**config.mk**
```make
export PLATFORM = sky130hd
export DESIGN_NAME = audio_synth_top
export DESIGN_NICKNAME = d
export VERILOG_FILES = /design/src/synth_pkg.sv /design/src/triangle_osc.sv /design/src/sine_shaper.sv /design/src/waveform_select.sv /design/src/waveform_gen.sv /design/src/i2s_serializer.sv /design/src/audio_synth_top.sv
export SDC_FILE = /design/constraint.sdc
export NUM_CORES = 1
export LEC_CHECK = 0
export BUFFER_PORTS_ARGS = -buffer_cell sky130_fd_sc_hd__buf_2
export CORE_MARGIN = 1.5
export CORE_UTILIZATION = 55
export DETAILED_ROUTE_END_ITERATION = 6
export GPL_ROUTABILITY_DRIVEN = 0
export PLACE_DENSITY_LB_ADDON = 0.25
export SKIP_LAST_GASP = 1
export SLEW_MARGIN = 20
export SYNTH_ARGS = -nofsm -noshare
export SYNTH_HDL_FRONTEND = slang
export SYNTH_SLANG_ARGS = --single-unit
export TNS_END_PERCENT = 100
```
**constraint.sdc**
```tcl
create_clock -name clk -period 7 [get_ports clk]
set_input_delay 0.7 -clock clk [delete_from_list [all_inputs] [get_ports clk]]
set_output_delay 0.7 -clock clk [all_outputs]
set_load 0.02 [all_outputs]
```
**src/synth_pkg.sv**
```systemverilog
`default_nettype none

package synth_pkg;

    // ------------------------------
    // sample format and amplitude
    // ------------------------------

    localparam int               SAMPLE_W   = 16;
    localparam int               Y_MAX      = 21844;    // triangle peak, below 32767
    localparam logic [15:0]      SAMPLE_MAX = 16'hffff; // top of the unsigned view
    localparam logic [15:0]      SAMPLE_MID = SAMPLE_MAX >> 1;
    localparam int               STEP_BASE  = 24;       // octave 0 increment

    // flow control and I2S framing
    localparam int CREDITS    = 4;                    // buffer depth
    localparam int BCLK_DIV   = 8;                    // clk per half bclk
    localparam int FRAME_BITS = 32;                   // 16 per channel
    localparam int BIT_CLK    = 2 * BCLK_DIV;         // clk per bit slot
    localparam int FRAME_CLK  = FRAME_BITS * BIT_CLK; // 512 clk per frame

    // ------------------------------
    // piecewise sine, ICL8038 style
    // ------------------------------

    localparam logic [15:0] SINE_BP2  = 16'((Y_MAX >> 1) + (Y_MAX >> 3)); // ~0.63
    localparam logic [15:0] SINE_BP3  = 16'((Y_MAX >> 1) + (Y_MAX >> 3) + (Y_MAX >> 2));
    localparam logic [15:0] SINE_BP1  = SINE_BP3 >> 1;                    // ~0.44
    localparam logic [15:0] SINE_OFS2 = 16'((Y_MAX >> 2) - (Y_MAX >> 5) - (Y_MAX >> 6));
    localparam logic [15:0] SINE_OFS4 = 16'(((Y_MAX >> 1) + (Y_MAX >> 2))
                                          + (((Y_MAX >> 1) + (Y_MAX >> 2)) >> 3)); // ~0.84

    // square levels, edges are Y_MAX/64 wide
    localparam logic [15:0] SQ_EDGE = 16'(Y_MAX >> 6);
    localparam logic [15:0] SQ_POS  = 16'(Y_MAX);
    localparam logic [15:0] SQ_NEG  = SAMPLE_MAX - SQ_POS;

    // one word, read signed by the oscillator and unsigned by the shapers
    typedef union packed {
        logic signed [SAMPLE_W-1:0] s;
        logic        [SAMPLE_W-1:0] u;
    } sample_u;

endpackage

`default_nettype wire

```
**src/triangle_osc.sv**
```systemverilog
`timescale 1ns/1ps
`default_nettype none

module triangle_osc import synth_pkg::*; (
    input  logic       clk,
    input  logic       reset,
    input  logic [2:0] octave,
    input  logic       advance,
    output sample_u    tri_wave
);

    sample_u             acc;
    sample_u             acc_next;
    logic                down;
    logic                down_next;
    logic [SAMPLE_W-1:0] step;

    assign step = SAMPLE_W'(STEP_BASE) << octave; // octave 7 still fits below 32767

    // ------------------------------
    // next state
    // ------------------------------

    always_comb begin
        acc_next  = acc;
        down_next = down;
        if (advance) begin
            if (!down && acc.s > Y_MAX) begin
                down_next = 1'b1;                   // top reached, hold value once
            end else if (down && acc.s < -Y_MAX) begin
                down_next = 1'b0;                   // bottom reached
            end else if (down) begin
                acc_next.s = acc.s - $signed(step);
            end else begin
                acc_next.s = acc.s + $signed(step);
            end
        end
    end

    // ------------------------------
    // state registers
    // ------------------------------

    always_ff @(posedge clk or posedge reset) begin
        if (reset) begin
            acc.s <= '0;
            down  <= 1'b0;
        end else begin
            acc  <= acc_next;
            down <= down_next;
        end
    end

    // the updated value goes out, so a sample loaded in the advancing
    // cycle already carries its own step
    assign tri_wave = acc_next;

endmodule

`default_nettype wire

```
**src/sine_shaper.sv**
```systemverilog
`timescale 1ns/1ps
`default_nettype none

module sine_shaper import synth_pkg::*; (
    input  sample_u     tri_wave,
    output logic [15:0] sine_wave
);

    logic        negative;  // lower half of the signed triangle
    logic [15:0] magnitude;
    logic [15:0] shaped;

    // one half-wave, four segments with falling slope toward the peak
    function automatic logic [15:0] shape_half(input logic [15:0] x);
        logic [15:0] x48;
        logic [15:0] x63;
        logic [15:0] y;
        x48 = (x >> 1) - (x >> 6);  // 0.48 x
        x63 = (x >> 1) + (x >> 3);  // 0.63 x
        if (x < SINE_BP1) begin
            y = x + x48;                  // 1.48 x
        end else if (x < SINE_BP2) begin
            y = x + SINE_OFS2;            // x + 0.21 y_max
        end else if (x < SINE_BP3) begin
            y = x63 + SINE_BP1;           // 0.63 x + 0.44 y_max
        end else begin
            y = (x63 >> 2) + SINE_OFS4;   // 0.16 x + 0.84 y_max
        end
        return y;
    endfunction

    // ------------------------------
    // mirror the negative half
    // ------------------------------

    assign negative  = tri_wave.u > SAMPLE_MID;
    assign magnitude = negative ? (SAMPLE_MAX - tri_wave.u) : tri_wave.u;
    assign shaped    = shape_half(magnitude);

    // fold back about SAMPLE_MAX for the lower half-wave
    assign sine_wave = negative ? (SAMPLE_MAX - shaped) : shaped;

endmodule

`default_nettype wire

```
**src/waveform_select.sv**
```systemverilog
`timescale 1ns/1ps
`default_nettype none

module waveform_select import synth_pkg::*; (
    input  logic        clk,
    input  logic        reset,
    input  logic [3:0]  waveform,
    input  sample_u     tri_wave,
    input  logic [15:0] sine_wave,
    input  logic        load,
    output logic [15:0] sample
);

    logic [15:0] square_wave;
    logic [15:0] selected;

    // square with short ramps near the zero crossing
    always_comb begin
        if (tri_wave.u > SAMPLE_MID) begin
            if (tri_wave.u > (SAMPLE_MAX - SQ_EDGE)) begin
                square_wave = SAMPLE_MAX;
            end else begin
                square_wave = SQ_NEG;
            end
        end else begin
            if (tri_wave.u < SQ_EDGE) begin
                square_wave = '0;
            end else begin
                square_wave = SQ_POS;
            end
        end
    end

    // ------------------------------
    // one-hot waveform decode
    // ------------------------------

    always_comb begin
        case (waveform)
            4'b0001: selected = sine_wave;
            4'b0010: selected = tri_wave.u;
            4'b0100: selected = square_wave;
            default: selected = '0;       // silence
        endcase
    end

    always_ff @(posedge clk or posedge reset) begin
        if (reset) begin
            sample <= '0;
        end else if (load) begin
            sample <= selected;
        end
    end

endmodule

`default_nettype wire

```
**src/waveform_gen.sv**
```systemverilog
`timescale 1ns/1ps
`default_nettype none

module waveform_gen import synth_pkg::*; (
    input  logic        clk,
    input  logic        reset,
    input  logic [2:0]  octave,
    input  logic [3:0]  waveform,
    input  logic        credit_return,
    output logic        sample_valid,
    output logic [15:0] sample
);

    logic [2:0]  credits;   // free entries in the serializer buffer
    logic        spend;
    sample_u     tri_wave;
    logic [15:0] sine_wave;

    // a sample is made whenever a buffer slot is known to be free
    assign spend = (credits != 3'd0);

    // ------------------------------
    // credit counter
    // ------------------------------

    always_ff @(posedge clk or posedge reset) begin
        if (reset) begin
            credits <= 3'(CREDITS);
        end else begin
            case ({spend, credit_return})
                2'b10:   credits <= credits - 3'd1;
                2'b01:   credits <= credits + 3'd1;
                default: credits <= credits;   // none, or one in and one out
            endcase
        end
    end

    // valid lines up with the registered sample
    always_ff @(posedge clk or posedge reset) begin
        if (reset) begin
            sample_valid <= 1'b0;
        end else begin
            sample_valid <= spend;
        end
    end

    // ------------------------------
    // datapath
    // ------------------------------

    triangle_osc i_triangle_osc (
        .clk      (clk),
        .reset    (reset),
        .octave   (octave),
        .advance  (spend),
        .tri_wave (tri_wave)
    );

    sine_shaper i_sine_shaper (
        .tri_wave  (tri_wave),
        .sine_wave (sine_wave)
    );

    waveform_select i_waveform_select (
        .clk       (clk),
        .reset     (reset),
        .waveform  (waveform),
        .tri_wave  (tri_wave),
        .sine_wave (sine_wave),
        .load      (spend),        // same cycle as the oscillator step
        .sample    (sample)
    );

endmodule

`default_nettype wire

```
**src/i2s_serializer.sv**
```systemverilog
`timescale 1ns/1ps
`default_nettype none

module i2s_serializer import synth_pkg::*; (
    input  logic        clk,
    input  logic        reset,
    input  logic        sample_valid,
    input  logic [15:0] sample,
    output logic        credit_return,
    output logic        bclk,
    output logic        lrclk,
    output logic        sdata
);

    logic [15:0] fifo_mem [0:CREDITS-1];
    logic [1:0]  wr_ptr;
    logic [1:0]  rd_ptr;
    logic [2:0]  fifo_count;
    logic        fifo_empty;

    logic [8:0]  frame_cnt;   // clk position inside the frame
    logic        slot_start;  // falling bclk, sdata may change
    logic        word_slot;   // MSB slot of either half
    logic        pop;
    logic [15:0] frame_word;  // sample sent on both channels
    logic [15:0] next_word;
    logic [15:0] shreg;

    // ------------------------------
    // sample buffer
    // ------------------------------

    assign fifo_empty = (fifo_count == 3'd0);

    // credits guarantee a free entry on every push
    always_ff @(posedge clk) begin
        if (sample_valid) begin
            fifo_mem[wr_ptr] <= sample;
        end
    end

    always_ff @(posedge clk or posedge reset) begin
        if (reset) begin
            wr_ptr     <= '0;
            rd_ptr     <= '0;
            fifo_count <= '0;
        end else begin
            if (sample_valid) wr_ptr <= wr_ptr + 2'd1;
            if (pop)          rd_ptr <= rd_ptr + 2'd1;
            case ({sample_valid, pop})
                2'b10:   fifo_count <= fifo_count + 3'd1;
                2'b01:   fifo_count <= fifo_count - 3'd1;
                default: fifo_count <= fifo_count;
            endcase
        end
    end

    // ------------------------------
    // frame timing
    // ------------------------------

    assign slot_start = (frame_cnt % BIT_CLK) == 0;
    assign word_slot  = (frame_cnt % (FRAME_CLK / 2)) == BIT_CLK; // one bit after lrclk
    assign pop        = (frame_cnt == BIT_CLK) && !fifo_empty;    // left half only

    always_comb begin
        next_word = frame_word;          // right half repeats the left word
        if (frame_cnt == BIT_CLK) begin
            next_word = fifo_empty ? '0 : fifo_mem[rd_ptr];
        end
    end

    always_ff @(posedge clk) begin
        if (frame_cnt == BIT_CLK) begin
            frame_word <= next_word;
        end
    end

    always_ff @(posedge clk or posedge reset) begin
        if (reset) begin
            frame_cnt     <= '0;
            bclk          <= 1'b0;
            lrclk         <= 1'b0;
            sdata         <= 1'b0;
            shreg         <= '0;
            credit_return <= 1'b0;
        end else begin
            frame_cnt     <= (frame_cnt == FRAME_CLK - 1) ? '0 : frame_cnt + 9'd1;
            bclk          <= (frame_cnt % BIT_CLK) >= BCLK_DIV;
            lrclk         <= frame_cnt >= (FRAME_CLK / 2);  // high for right channel
            credit_return <= pop;
            if (slot_start) begin
                if (word_slot) begin
                    sdata <= next_word[15];            // MSB first
                    shreg <= next_word << 1;
                end else begin
                    sdata <= shreg[15];                // LSB spills into next half
                    shreg <= shreg << 1;
                end
            end
        end
    end

endmodule

`default_nettype wire

```
**src/audio_synth_top.sv**
```systemverilog
`timescale 1ns/1ps
`default_nettype none

module audio_synth_top (
    input  logic       clk,
    input  logic       reset,
    input  logic [2:0] octave,
    input  logic [3:0] waveform,
    output logic       bclk,
    output logic       lrclk,
    output logic       sdata
);

    // ------------------------------
    // generator to serializer link
    // ------------------------------

    logic        sample_valid;
    logic [15:0] sample;
    logic        credit_return;  // one pulse per buffer pop

    // pitch follows the frame rate, one sample per frame
    waveform_gen i_waveform_gen (
        .clk           (clk),
        .reset         (reset),
        .octave        (octave),
        .waveform      (waveform),
        .credit_return (credit_return),
        .sample_valid  (sample_valid),
        .sample        (sample)
    );

    // same sample on left and right
    i2s_serializer i_i2s_serializer (
        .clk           (clk),
        .reset         (reset),
        .sample_valid  (sample_valid),
        .sample        (sample),
        .credit_return (credit_return),
        .bclk          (bclk),
        .lrclk         (lrclk),
        .sdata         (sdata)
    );

endmodule

`default_nettype wire

```
After elaboration in Yosys (flattened, before gate mapping). Memory sizes are Yosys's and may differ from the RTL's. Cells that the tools add are included. Widths: inputs -> output; s select.

Flip-flop bits (word level): 89. Memories: 1. Memory bits (read-only): 0. Output and inout port bits: 3. Word-level logic and storage cells: 90. Bits in latches: 0. Bits in writable memories: 64.

Memories: i_i2s_serializer.fifo_mem (depth 4, bits a word 16, rd ports 1, clocked after Yosys merged registers in 0, wr ports 1, RTL line i2s_serializer.sv:15) `logic [15:0] fifo_mem [0:CREDITS-1];`.

$add $sub $neg: 17. Divide/modulo/power cells: 0. Shifts and indexed selects: 1. Reduce and logical (&&, ||, !) cells: 12. Mux-type cells: 24. Eq/ne operators: 10. Order comparisons: 10. Multipliers: 0. Bitwise operators: 0.

Operators by type and width (number): $mux 16 (13); $pmux 16 s3 (1); $add 16x16->16 (2); $gt 16x16->1 const B (2); $logic_not 32->1 (1); $lt 16x14->1 const B (2); $sub 16x16->16 const A (2); $mux 15 (2); $add 14x15->16 const B (1); $add 15x13->16 (1); $add 16x13->16 const B (1); $add 16x14->16 const B (1); $gt 16x15->1 const B (1); $lt 16x15->1 const B (1); $lt 16x16->1 const B (1); $lt 16x9->1 const B (1); $shl 5x3->16 const A (1); $sub 15x10->16 (1); $sub 16x16->16 (1); $pmux 3 s2 (2); $add 9x1->9 const B (1); $eq 9x5->1 const B (1); $eq 9x9->1 const B (1); $ge 9x9->1 const B (1); 18 further kinds (32).

Depth between registers and ports, before layout.
Depth in word-level cells: 16. Gate-level depth with buffers: 42. Depth with buffers taken out: 38.

Cells and area by module. From an unflattened synthesis, not the netlist that was laid out.

Cell total of the unflattened synthesis: 1246. Area, all modules: 11746.3 um^2.

By module, submodules not included: i2s_serializer (times used 1, area each 4629.4 um^2, cells each 291); sine_shaper (times used 1, area each 4459.3 um^2, cells each 660); triangle_osc (times used 1, area each 1440.1 um^2, cells each 184); waveform_select (times used 1, area each 1026.0 um^2, cells each 96); waveform_gen (times used 1, area each 191.4 um^2, cells each 15).

Least setup slack after synthesis. OpenSTA, ideal clock, no wires.

Path kind: input -> register. Start: input port octave[1]. End: register i_waveform_gen.i_waveform_select.sample[15]. Library setup time: 119 ps. Setup slack: -1026 ps. Cell stages on the path: 40. Arrival: 7907 ps. Cell sequence: buf_2 -> inv_1 -> ha_1 -> nand2b_1 -> ha_1 -> nor2_1 -> xnor2_1 -> ha_1 -> clkbuf_1 -> o21a_1 -> o221a_4 -> o21a_4 -> nand4b_1 -> o211a_2 -> a21oi_4 -> buf_2 -> clkbuf_1 -> buf_2 -> (+4 left out) -> or2_2 -> ha_1 -> inv_1 -> o21bai_1 -> a21oi_1 -> o21bai_1 -> a21oi_1 -> nor2b_1 -> o21a_1 -> o41a_1 -> a21oi_1 -> o21bai_1 -> a21o_1 -> a21oi_1 -> xnor2_1 -> a2bb2oi_1 -> xnor2_1 -> o21ba_2.

Longest elaborated chain between the ends: 16. Elaborated cells on any way between the ends: 26.

Ends and longest elaborated chain: from (decl) (RTL line audio_synth_top.sv:7) `input logic [2:0] octave,`; $shl 5x3->16 * (RTL line triangle_osc.sv:18) `assign step = SAMPLE_W'(STEP_BASE) << octave;`; $add 16x16->16 / $sub 16x16->16 (equally long branches) (RTL line triangle_osc.sv:35, triangle_osc.sv:33); $mux 16 * (RTL line triangle_osc.sv:32) `end else if (down) begin`; $mux 16 * (RTL line triangle_osc.sv:30) `end else if (down && acc.s < -Y_MAX) begin`; $mux 16 * (RTL line triangle_osc.sv:28) `if (!down && acc.s > Y_MAX) begin`; $mux 16 * (RTL line triangle_osc.sv:27) `if (advance) begin`; $sub 16x16->16 / $gt 16x15->1 (equally long branches) (RTL line sine_shaper.sv:37, sine_shaper.sv:36, waveform_select.sv:19); $mux 16 (RTL line sine_shaper.sv:37) `assign magnitude = negative ? (SAMPLE_MAX - tri_wave.u) : tri_wave.u;`; $add 15x13->16 (RTL line sine_shaper.sv:19) `x63 = (x >> 1) + (x >> 3);`; $add 16x14->16 / $add 14x15->16 (equally long branches) (RTL line sine_shaper.sv:25, sine_shaper.sv:27); $mux 16 (RTL line sine_shaper.sv:24) `end else if (x < SINE_BP3) begin`; $mux 16 (RTL line sine_shaper.sv:22) `end else if (x < SINE_BP2) begin`; $mux 16 (RTL line sine_shaper.sv:20) `if (x < SINE_BP1) begin`; $sub 16x16->16 (RTL line sine_shaper.sv:41) `assign sine_wave = negative ? (SAMPLE_MAX - shaped) : shaped;`; $mux 16 (RTL line sine_shaper.sv:41); $pmux 16 s3 * (RTL line waveform_select.sv:39) `case (waveform)`; to (signal assigned) (RTL line waveform_select.sv:51) `sample <= selected;`; to (decl) (RTL line waveform_select.sv:11) `output logic [15:0] sample`.

Mark *: on every way between the ends. The rest lies on a longest branch, timed or not. A chain may end at the register's enable or synchronous reset.

Final worst setup path. Same ends and word-level chain as after synthesis.

==> flow_summary.json <==
{
  "status": "finished clean",
  "slowest_delay_ns": 0.40,
  "avgViaCountPerCell": 6.05,
  "critical_path_class": "in2reg",
  "tightest_slew_ns": 0.902,
  "start_kind": "primary input",
  "antenna_found_initial": 0,
  "yosysWarnings": 0,
  "drt_iter0_markers": 719,
  "synthSimpleGateAreaFrac": 0.131,
  "synthAdderAreaFrac": 0.0907,
  "avgSynthCellArea_um2": 9.86,
  "grt_max_degree": 70,
  "place_inst": 1400,
  "synth_top_family_by_area": "compound AO/OA/AOI/OAI gates",
  "place_area_mm2": 0.0118,
  "antenna_cells": 0,
  "grt_overflow": 0,
  "r2r_end": "i_waveform_gen.i_waveform_select.sample[15]",
  "core_area_mm2": 0.0196,
  "ant_nets": 0,
  "async_reset_ff_frac": 0.463,
  "layout-drive-gt1-share": 0.169,
  "htree_num_levels": 4,
  "clk_latency_ns": 0.43,
  "grt_pass1_vias": 8511,
  "synth_xor_area_frac": 0.0952,
  "path_clk_slew_ns": 0.07,
  "regToRegStartpoint": "i_waveform_gen.i_triangle_osc.down",
  "grt_pass1_wl_um": 44100,
  "fin_worst_skew_ns": 0.0152,
  "tritoncts": "built",
  "die_w_um": 145,
  "dieHeight_um": 145,
  "cts-buffers-inserted": 17,
  "num_rows": 51,
  "hold-path-cell-count": 0,
  "min_path_type": "reg2reg",
  "cts.sinks": 149,
  "fin_nets": 1242,
  "final_cells": 1432,
  "r2r_setup_slack_ns": 0.44,
  "powerDensity_mw_per_mm2": 171,
  "postSynthCellCount": 1123,
  "arrival_ns": 6.95,
  "muxShareOfSynthArea": 0.0656,
  "worst_ep_required_time_ns": 7.31,
  "num_vias": 8668,
  "synth_cell_type_count": 93,
  "post-cts-setup-buffer-count": 0,
  "postCtsHoldBufs": 0,
  "cap_viol_max_count": 0,
  "synth_top_flop_cell": "edfxtp_1",
  "dpl.hpwl_um": 20100,
  "r2r_cells": 32,
  "timing.final.hold_violations": 0,
  "area_delta_synth_final_pct": 12.0,
  "drc": 0,
  "fmax_mhz": 150,
  "fin_util": 0.633,
  "ctsResizeCount": 0,
  "period_minus_slack_ns": 6.65,
  "holdPathEnd": "i_i2s_serializer.lrclk",
  "stdcell_area_mm2": 0.0124,
  "min-delay-start": "i_i2s_serializer.frame_cnt[8]",
  "max_slew_margin": 0.399,
  "yosys_register_bits": 149,
  "grtUsageTotal": 0.273,
  "netlist_area_mm2": 0.0111,
  "worst_setup_path_end_kind": "flip-flop",
  "io_pins": 12,
  "slew_violations": 0,
  "wire_per_inst_um": 19.0,
  "drt_pass1_iterations": 5,
  "dieArea_mm2": 0.0210,
  "start_util": 0.565,
  "yosysSeqAreaShare": 0.373,
  "port_buffers": 11,
  "finalSetupViolCount": 0,
  "synth-compound-area-share": 0.203,
  "synth_edf_count": 80,
  "p_leak_uw": 0.00474,
  "path_common_cell": "ha_4",
  "finalCritPeriodShare": 0.949,
  "path_max_fanout": 7,
  "ir_drop_uv": 157,
  "cts_root_buf": "clkbuf_16",
  "clk_path_buf_depth": 2,
  "critPathSlowestCell": "o41a_1",
  "routed_wl_um": 27200
}
cells by family after synthesis:
logic type                 Yosys count
AOI/OAI and AO/OA                  324
xor gates and xnor gates           113
adders and majority gates           79
buffers and inverters              114
DFF                                149
muxes                               51
other                                2
and+or+nand+nor                    291
area by class of cell:
cell class                 count  area, um2
tap                          265        332
inverter                      58        233
sequential                   149       4130
timing repair buffer          65        460
clock buffer                  17        425
multi-input combinational    863       6670
clock inverter                15        144
fill                        1622       7190
power by group:
group	internal (uW)	switching, uW
registers	921	4.52
logic	139	185
clock network	496	377
Yosys cell counts (all sizes together), types with 13 or more instances:
library cell | n | area, um2
o21ai | 86 | 438
xnor2 | 85 | 793
nand2 | 83 | 312
edfxtp | 80 | 2400
ha | 77 | 963
nor2 | 76 | 285
dfrtp | 68 | 1700
a21oi | 67 | 347
inv | 57 | 221
clkbuf | 41 | 154
mux2i | 29 | 298
nand3 | 28 | 140
xor2 | 27 | 236
a22o | 20 | 175
a31oi | 19 | 125
mux4 | 16 | 360
buf | 15 | 72.6
nor3 | 14 | 81.3
o211ai | 13 | 103
state kept, by name, indices dropped and copies added, names as in the netlist:
signal                                   cells
i_i2s_serializer.bclk                        1
i_i2s_serializer.credit_return               1
i_i2s_serializer.fifo_count                  3
i_i2s_serializer.fifo_mem                   64
i_i2s_serializer.frame_cnt                   9
i_i2s_serializer.frame_word                 16
i_i2s_serializer.lrclk                       1
i_i2s_serializer.rd_ptr                      2
i_i2s_serializer.sdata                       1
i_i2s_serializer.shreg                      15
i_i2s_serializer.wr_ptr                      2
i_waveform_gen.credits                       3
i_waveform_gen.i_triangle_osc.acc           13
i_waveform_gen.i_triangle_osc.down           1
i_waveform_gen.i_waveform_select.sample     16
i_waveform_gen.sample_valid                  1
worst max-delay path, delay by kind of cell:
kind                     cells  cell delay [ns]
AO/OA/AOI/OAI               17             3.28
XOR/XNOR                     2             0.31
adder cells (fa/ha/maj)      5             1.19
buffers and inverters        5             0.44
AND/OR/NAND/NOR              6             1.04
placed cells by master, fill, tap and decap left out, types with 28 or more instances in the layout:
master	count
a21oi_1	60
buf_4	54
dfrtp_1	67
edfxtp_1	80
ha_1	69
inv_1	44
nand2_1	83
nand3_1	28
nor2_1	75
o21ai_0	76
xnor2_1	79
per-stage QoR:
stage                     hold WS, ns  power, uW  worst slack, ns  TNS, ns
after floorplan                 0.443       1180          -0.0261  -0.0261
after global placement          0.388       1250          0.00843        0
after CTS                       0.405       2130            0.352        0
after detailed placement        0.388       1260          -0.0603   -0.118
final                           0.405       2120            0.354        0
after global routing            0.437       2200          -0.0179  -0.0179
per-layer routing:
metal,global-route usage,share of wire,vias up
li1,-,-,4192
met1,0.368,0.45,4177
met2,0.447,0.47,245
met3,0.0405,0.046,54
met4,0.0989,0.025,0
met5,0,0,-
worst max path at each step:
| stage | cells past startpoint | slack [ns] | to | startpoint |
|---|---|---|---|---|
| after detailed placement | 29 | -0.06 | i_waveform_gen.i_waveform_select.sample[11] | octave[1] |
| after global routing | 37 | -0.02 | i_waveform_gen.i_waveform_select.sample[14] | octave[1] |
| after floorplan | 40 | -0.03 | i_waveform_gen.i_waveform_select.sample[15] | octave[1] |
| after global placement | 34 | 0.008 | i_waveform_gen.i_waveform_select.sample[15] | octave[1] |
| after CTS | 31 | 0.35 | i_waveform_gen.i_waveform_select.sample[15] | octave[1] |
| final | 35 | 0.35 | i_waveform_gen.i_waveform_select.sample[15] | octave[1] |
No activity file was read; power rests on OpenSTA's default activity.
